## config.mk

```make
export PLATFORM = sky130hd
export DESIGN_NAME = booth_mult
export DESIGN_NICKNAME = d
export VERILOG_FILES = /design/src/logic/booth_mult_pkg.sv /design/src/logic/booth_encoder.sv /design/src/logic/partial_product_gen.sv /design/src/logic/wallace_tree.sv /design/src/logic/prefix_adder.sv /design/src/logic/booth_mult.sv
export VERILOG_INCLUDE_DIRS = /design/src /design/src/logic
export SDC_FILE = /design/constraint.sdc
export NUM_CORES = 1
export LEC_CHECK = 0
export ABC_AREA = 0
export BUFFER_PORTS_ARGS = -buffer_cell sky130_fd_sc_hd__buf_2
export CAP_MARGIN = 0
export CORE_ASPECT_RATIO = 1.4
export CORE_MARGIN = 2
export CORE_UTILIZATION = 46
export CTS_CLUSTER_DIAMETER = 30
export CTS_CLUSTER_SIZE = 16
export DETAILED_ROUTE_END_ITERATION = 8
export MAX_ROUTING_LAYER = met4
export PLACE_DENSITY = 0.74
export RECOVER_POWER = 50
export SLEW_MARGIN = 30
export SYNTH_ARGS = -nofsm -noshare
export SYNTH_HDL_FRONTEND = slang
export SYNTH_SLANG_ARGS = --single-unit
```

## constraint.sdc

```tcl
create_clock -name clk -period 13.6 [get_ports clk]
set_input_delay 4.08 -clock clk [delete_from_list [all_inputs] [get_ports clk]]
set_output_delay 4.08 -clock clk [all_outputs]
set_load 0.05 [all_outputs]
```

## src/logic/booth_mult_consts.svh

```systemverilog
`ifndef BOOTH_MULT_CONSTS_SVH
`define BOOTH_MULT_CONSTS_SVH

// Operand and result widths
`define OPERAND_W 8
`define PRODUCT_W 16

// Radix-8 digits needed for an unsigned 8-bit multiplier
`define GROUP_CNT 3

// Up to four times the multiplicand
`define TRIPLE_W 10

// Selected magnitude plus the sign-extension bit
`define PP_ROW_W 11

// Final adder covers product bits 15 down to 2
`define ADDER_W 14

// Sign-extension constant for rows 0 and 1 (-(2^10 + 2^13) mod 2^16)
`define CORR_BASE 16'hdc00

`endif

```

## src/logic/booth_mult_pkg.sv

```systemverilog
`include "booth_mult_consts.svh"

package booth_mult_pkg;

   // Operands and result
   typedef logic [`OPERAND_W-1:0] operand_t;
   typedef logic [`PRODUCT_W-1:0] product_t;

   // Three times the multiplicand
   typedef logic [`TRIPLE_W-1:0] triple_t;

   // One flag per Booth digit
   typedef logic [`GROUP_CNT-1:0] digit_flags_t;

   // Partial-product row with its top sign-extension bit
   typedef logic [`PP_ROW_W-1:0] pp_row_t;

   // Wallace carry row, bit 0 weighs 2^2
   typedef logic [`PRODUCT_W-3:0] carry_row_t;

   // Final adder operand and sum
   typedef logic [`ADDER_W-1:0] adder_word_t;

endpackage

```

## src/logic/booth_encoder.sv

```systemverilog
`timescale 1ns/10ps
`include "booth_mult_consts.svh"

module booth_encoder (
   input  booth_mult_pkg::operand_t     b,
   output booth_mult_pkg::digit_flags_t single,
   output booth_mult_pkg::digit_flags_t double,
   output booth_mult_pkg::digit_flags_t triple,
   output booth_mult_pkg::digit_flags_t quad,
   output booth_mult_pkg::digit_flags_t neg
);

   logic [3:0] win [`GROUP_CNT];

   // Overlapping windows, one shared bit between neighbors
   assign win[0] = {b[2:0], 1'b0};
   assign win[1] = b[5:2];
   // Zero on top, so the last digit is never negative
   assign win[2] = {1'b0, b[7:5]};

   for (genvar j = 0; j < `GROUP_CNT; j++) begin : g_digit
      logic x01;
      logic x12;
      logic x23;

      assign x01 = win[j][0] ^ win[j][1];
      assign x12 = win[j][1] ^ win[j][2];
      assign x23 = win[j][2] ^ win[j][3];

      // One-hot magnitude, all zero for a digit of 0
      assign single[j] = x01 & ~x23;
      assign double[j] = x12 & ~x01;
      assign triple[j] = x01 & x23;
      assign quad[j]   = x23 & ~x01 & ~x12;

      assign neg[j] = win[j][3];
   end

endmodule

```

## src/logic/partial_product_gen.sv

```systemverilog
`timescale 1ns/10ps
`include "booth_mult_consts.svh"

module partial_product_gen (
   input  booth_mult_pkg::operand_t     a,
   input  booth_mult_pkg::digit_flags_t single,
   input  booth_mult_pkg::digit_flags_t double,
   input  booth_mult_pkg::digit_flags_t triple,
   input  booth_mult_pkg::digit_flags_t quad,
   input  booth_mult_pkg::digit_flags_t neg,
   output booth_mult_pkg::pp_row_t      row0,
   output booth_mult_pkg::pp_row_t      row1,
   output booth_mult_pkg::pp_row_t      row2,
   output booth_mult_pkg::product_t     correction
);

   booth_mult_pkg::triple_t a3;
   logic [`OPERAND_W+3:0]   a_pad;
   logic [`TRIPLE_W-1:0]    mag [`GROUP_CNT];

   // 3a = a + 2a
   assign a3 = {2'b00, a} + {1'b0, a, 1'b0};

   // Two zeros each side so 1a, 2a and 4a are plain index offsets
   assign a_pad = {2'b00, a, 2'b00};

   for (genvar j = 0; j < `GROUP_CNT; j++) begin : g_row
      for (genvar k = 0; k < `TRIPLE_W; k++) begin : g_bit
         logic pick;

         assign pick = (single[j] & a_pad[k+2]) |
                       (double[j] & a_pad[k+1]) |
                       (quad[j]   & a_pad[k])   |
                       (triple[j] & a3[k]);

         // Ones' complement for negative digits
         assign mag[j][k] = pick ^ neg[j];
      end
   end

   // Inverted sign on top, the rest of the extension sits in the correction
   assign row0 = {~neg[0], mag[0]};
   assign row1 = {~neg[1], mag[1]};

   // Top digit is never negative, no sign bit needed
   assign row2 = {1'b0, mag[2]};

   // +1 of the two's complement lands at each row's offset (bits 0 and 3)
   assign correction = `CORR_BASE | {12'h000, neg[1], 2'b00, neg[0]};

endmodule

```

## src/logic/wallace_tree.sv

```systemverilog
`timescale 1ns/10ps
`include "booth_mult_consts.svh"

module wallace_tree (
   input  booth_mult_pkg::pp_row_t    row0,
   input  booth_mult_pkg::pp_row_t    row1,
   input  booth_mult_pkg::pp_row_t    row2,
   input  booth_mult_pkg::product_t   correction,
   output booth_mult_pkg::product_t   sum_row,
   output booth_mult_pkg::carry_row_t carry_row
);

   // Stage one sum at weight p, carry at weight p+1
   booth_mult_pkg::product_t s1_sum;
   logic [`PRODUCT_W-2:0]    s1_carry;

   // Returns {carry, sum}
   function automatic logic [1:0] half_add(input logic x, input logic y);
      return {x & y, x ^ y};
   endfunction

   function automatic logic [1:0] full_add(input logic x, input logic y, input logic z);
      logic t;
      t = x ^ y;
      return {(t & z) | (x & y), t ^ z};
   endfunction

   // Rows sit at offsets 0, 3 and 6
   for (genvar p = 0; p < `PRODUCT_W; p++) begin : g_stage1
      if (p < 3) begin : g_ha_low
         assign {s1_carry[p], s1_sum[p]} = half_add(correction[p], row0[p]);
      end else if (p < `PP_ROW_W) begin : g_fa_r01
         assign {s1_carry[p], s1_sum[p]} = full_add(correction[p], row0[p], row1[p-3]);
      end else if (p < 14) begin : g_fa_r12
         assign {s1_carry[p], s1_sum[p]} = full_add(correction[p], row1[p-3], row2[p-6]);
      end else begin : g_ha_high
         if (p < `PRODUCT_W-1) begin : g_cout
            assign {s1_carry[p], s1_sum[p]} = half_add(correction[p], row2[p-6]);
         end else begin : g_msb
            // Carry out of bit 15 falls off the product
            assign s1_sum[p] = correction[p] ^ row2[p-6];
         end
      end
   end

   // Low row2 bits 0..4 skipped stage one and join here at weights 6..10
   assign sum_row[0] = s1_sum[0];

   for (genvar p = 1; p < `PRODUCT_W; p++) begin : g_stage2
      if (p >= 6 && p <= 10) begin : g_fa
         assign {carry_row[p-1], sum_row[p]} = full_add(s1_sum[p], s1_carry[p-1], row2[p-6]);
      end else if (p < `PRODUCT_W-1) begin : g_ha
         assign {carry_row[p-1], sum_row[p]} = half_add(s1_sum[p], s1_carry[p-1]);
      end else begin : g_msb
         assign sum_row[p] = s1_sum[p] ^ s1_carry[p-1];
      end
   end

endmodule

```

## src/logic/prefix_adder.sv

```systemverilog
`timescale 1ns/10ps
`include "booth_mult_consts.svh"

module prefix_adder (
   input  booth_mult_pkg::adder_word_t opa,
   input  booth_mult_pkg::adder_word_t opb,
   output booth_mult_pkg::adder_word_t sum
);

   // Index n holds the group ending just below bit n, index 0 is the carry-in
   booth_mult_pkg::adder_word_t gen_lvl [5];
   booth_mult_pkg::adder_word_t prop_lvl [4];

   // Carry-in is zero and never propagates
   assign gen_lvl[0][0]  = 1'b0;
   assign prop_lvl[0][0] = 1'b0;

   for (genvar n = 1; n < `ADDER_W; n++) begin : g_pre
      assign gen_lvl[0][n]  = opa[n-1] & opb[n-1];
      assign prop_lvl[0][n] = opa[n-1] | opb[n-1];
   end

   // Spans 1, 2, 4, 8
   for (genvar lvl = 0; lvl < 4; lvl++) begin : g_level
      for (genvar n = 0; n < `ADDER_W; n++) begin : g_node
         if (n < (1 << lvl)) begin : g_pass
            // Group already reaches the carry-in
            assign gen_lvl[lvl+1][n] = gen_lvl[lvl][n];
            if (lvl < 3) begin : g_prop
               assign prop_lvl[lvl+1][n] = prop_lvl[lvl][n];
            end
         end else begin : g_merge
            assign gen_lvl[lvl+1][n] = gen_lvl[lvl][n] |
                                       (prop_lvl[lvl][n] & gen_lvl[lvl][n-(1<<lvl)]);
            if (lvl < 3) begin : g_prop
               assign prop_lvl[lvl+1][n] = prop_lvl[lvl][n] & prop_lvl[lvl][n-(1<<lvl)];
            end
         end
      end
   end

   // Carry into each bit is the last level's generate
   assign sum = opa ^ opb ^ gen_lvl[4];

endmodule

```

## src/logic/booth_mult.sv

```systemverilog
`timescale 1ns/10ps
`include "booth_mult_consts.svh"

module booth_mult (
   input  logic                     clk,
   input  logic                     rst,
   input  booth_mult_pkg::operand_t a,
   input  booth_mult_pkg::operand_t b,
   output booth_mult_pkg::product_t product
);

   booth_mult_pkg::digit_flags_t single;
   booth_mult_pkg::digit_flags_t double;
   booth_mult_pkg::digit_flags_t triple;
   booth_mult_pkg::digit_flags_t quad;
   booth_mult_pkg::digit_flags_t neg;
   booth_mult_pkg::pp_row_t      row0;
   booth_mult_pkg::pp_row_t      row1;
   booth_mult_pkg::pp_row_t      row2;
   booth_mult_pkg::product_t     correction;
   booth_mult_pkg::product_t     sum_row;
   booth_mult_pkg::carry_row_t   carry_row;
   booth_mult_pkg::adder_word_t  upper_sum;

   booth_encoder u_encoder (
      .b      (b),
      .single (single),
      .double (double),
      .triple (triple),
      .quad   (quad),
      .neg    (neg)
   );

   partial_product_gen u_ppgen (
      .a          (a),
      .single     (single),
      .double     (double),
      .triple     (triple),
      .quad       (quad),
      .neg        (neg),
      .row0       (row0),
      .row1       (row1),
      .row2       (row2),
      .correction (correction)
   );

   wallace_tree u_tree (
      .row0       (row0),
      .row1       (row1),
      .row2       (row2),
      .correction (correction),
      .sum_row    (sum_row),
      .carry_row  (carry_row)
   );

   // Carry row starts at weight 2, so bits 1:0 are already final
   prefix_adder u_adder (
      .opa (sum_row[`PRODUCT_W-1:2]),
      .opb (carry_row),
      .sum (upper_sum)
   );

   always_ff @(posedge clk) begin
      if (rst) begin
         product <= '0;
      end else begin
         product <= {upper_sum, sum_row[1:0]};
      end
   end

endmodule

```

==> flow_metrics.py <==
metrics = {
    "clock_network": {
        "post_cts_buffers": 0,
        "cts_buffers": 3,
        "root_buffer": "clkbuf_8",
        "cts-htree-levels": 1,
        "clkSlewWorstSetupHoldPaths_ns": 0.06,
        "ctsResizeCount": 0,
        "cts_tree": "done",
        "postCtsHoldBufs": 0,
        "cts_sinks": 16,
        "cts_buffer_depth": 2,
    },
    "cells_and_area": {
        "instances_no_fill": 572,
        "area_growth_syn_to_layout_pct": 5.836,
        "layout.cells.most_common_list": "nor2_1 (54), a21oi_1 (52), ha_1 (46)",
        "layout.nets": 548,
        "top_regs": "product: 16 flops",
        "largest_reg_flops": 16,
        "largest_register": "product",
        "final_common_cell": "nor2_1",
        "layout-drive-gt1-share": 0.07128,
        "antenna_cells": 0,
    },
    "setup_path": {
        "startpoint_type": "primary input",
        "crit_required_ns": 13.73,
        "worstSetupPathType": "primary input to flop",
        "crit_start": "b[0]",
        "path_max_fanout": 24,
        "critPathCaptureType": "flop",
        "worstPathArrival_ns": 9.52,
    },
    "pwr": {
        "power-per-cell-area_nw_per_um2": 133.9,
        "leakagePower_uw": 0.001536,
        "irDropWorstVdd_mv": 0.07427,
    },
    "detailed_routing": {
        "dr.pass1.iters": 7,
        "post_drt_via_cell_ratio": 6.129,
        "wl_met2_um": 4680,
        "wire_per_inst_um": 16.26,
        "drtIter0Drc": 210,
        "top_layer": "met4",
        "vias": 3506,
        "drtAntennaViolNets": 0,
        "wl_met1_um": 3780,
        "met3WireLength_um": 520,
        "wirelength_um": 9301,
        "drc": 0,
    },
    "logic_synthesis": {
        "ys_seq_elements": 16,
        "async_flop_share": 0,
        "syn_area_per_cell_um2": 7.026,
        "synth_fp_nets": 543,
        "yosysUniqueCellTypes": 63,
        "synthCells": 473,
        "ys.warnings.count": 0,
        "synth_ff_type": "dfxtp_1",
        "syn_area_um2": 3323,
        "ys_seq_area_frac": 0.09639,
        "synth_edf_count": 0,
    },
    "die": {
        "die_x_um": 75.84,
        "row_count": 36,
        "die_area_um2": 7930,
        "pin_count": 34,
        "initial_utilization": 0.4760,
        "die_h_um": 104.6,
        "core-area_um2": 6982,
    },
    "place": {
        "gp_congestion": 1.007,
        "hpwl_um": 7178,
        "dp.cells": 568,
        "io_buffers": 33,
    },
    "global_route": {
        "grt_remaining_overflow": 0,
        "grt_usage": 0.2468,
        "grt_pass1_wl_um": 15420,
        "grt_max_degree": 43,
        "antenna_found_initial": 0,
        "grt_pass1_vias": 3283,
    },
    "timing": {
        "slew-limit-headroom": 0.3936,
        "hold_viol_final": 0,
        "fin_crit_ns": 9.386,
        "finalMaxSlewViolations": 0,
        "setup_viol_count_final": 0,
        "period_share": 0.6901,
        "tightest_slew_ns": 0.9097,
        "rsz0062_at_grt": "no",
        "max_freq_mhz": 106.5,
        "tns_ns": 0,
    },
    "hold_path": {
        "min_from": "a[0]",
        "whs_endpoint": "product[0]",
        "hold_depth": 3,
        "hold_path.class": "primary input to flop",
    },
    "flow_run": {
        "max_cap_viol_count": 0,
    },
    "run_status": {
        "outcome": "complete, no violations",
    },
}
-- where the power goes --
part,total [µW],internal [µW],switching [µW]
registers,67.0,63.5,3.45
logic,363,134,229
clock network,41.4,25.7,15.7
-- area by class of cell --
type | count | area, µm²
Fill cell | 704 | 3465
Multi-Input combinational cell | 384 | 2724
Sequential cell | 16 | 320.3
Timing Repair Buffer | 34 | 152.6
Inverter | 39 | 146.4
Tap cell | 95 | 118.9
Clock buffer | 4 | 55.05
-- critical path: stages --
cell,delay (ns)
clkbuf_1,0.66
inv_1,0.25
ha_1,0.42
nor3b_1,0.54
a222oi_1,0.22
nor2_1,0.14
a21oi_1,0.07
ha_1,0.34
fa_1,0.58
inv_1,0.06
ha_1,0.22
nor4bb_1,0.50
nand2_1,0.14
nor4bb_1,0.35
nor4_2,0.12
and2_2,0.21
o21ai_2,0.19
a211oi_2,0.10
mux2_1,0.32
-- cells in the mapped netlist, types with 2 or more instances --
cell type / instances / share of area
nor2_1: 54 / 0.061
a21oi_1: 52 / 0.078
ha_1: 46 / 0.17
inv_1: 39 / 0.044
nand2_1: 35 / 0.040
clkbuf_1: 28 / 0.032
o21ai_0: 25 / 0.038
dfxtp_1: 16 / 0.096
xnor2_1: 16 / 0.042
nor2b_1: 14 / 0.026
a31oi_1: 12 / 0.023
a211oi_1: 10 / 0.023
o22ai_1: 9 / 0.017
xor2_1: 9 / 0.024
a22oi_1: 8 / 0.018
nor3_1: 8 / 0.012
fa_1: 6 / 0.036
o32ai_1: 6 / 0.016
nand2b_1: 5 / 0.0094
a21o_1: 4 / 0.0090
a222oi_1: 4 / 0.012
a311oi_1: 4 / 0.011
and3_1: 4 / 0.0075
buf_1: 4 / 0.0045
o21bai_1: 4 / 0.0090
mux2i_1: 3 / 0.0090
nand3_1: 3 / 0.0045
nor4bb_1: 3 / 0.0090
o31ai_1: 3 / 0.0068
a221o_1: 2 / 0.0060
a2bb2oi_1: 2 / 0.0053
and2_1: 2 / 0.0038
nor3b_1: 2 / 0.0045
o221ai_1: 2 / 0.0053
-- stage by stage --
stage	area [µm²]	total power, µW	hold slack, ns	utilization	worst slack [ns]
after CTS	3537	473.7	4.172	0.5066	4.383
after global routing	3517	520.6	4.210	0.5038	3.962
after detailed placement	3482	428.2	4.435	0.4987	4.146
after global placement	3482	422.1	4.432	0.4987	4.350
final	3517	471.0	4.179	0.5038	4.214
after floorplan	3323	357.1	4.374	-	5.107
-- worst max-delay path by stage --
stage	to	slack, ns
2_1_floorplan	product[13]	5.11
3_3_place_gp	product[13]	4.35
3_5_place_dp	product[13]	4.15
4_1_cts	product[13]	4.38
5_1_grt	product[13]	3.96
6_report	product[13]	4.21
-- cell families after synthesis --
logic type,Yosys count,synth area share
DFF,16,0.09639
and+or+nand+nor,138,0.1969
adders and majority gates,52,0.2093
AOI/OAI and AO/OA,162,0.3200
buffers and inverters,73,0.08396
xor gates and xnor gates,26,0.07078
muxes,6,0.02259
-- layer usage --
layer,vias up,global-route usage
met3,26,0.01446
met5,-,-
met1,1613,0.2966
li1,1713,-
met4,0,0.09649
met2,154,0.4169
Power figures use the tool's default switching activity.
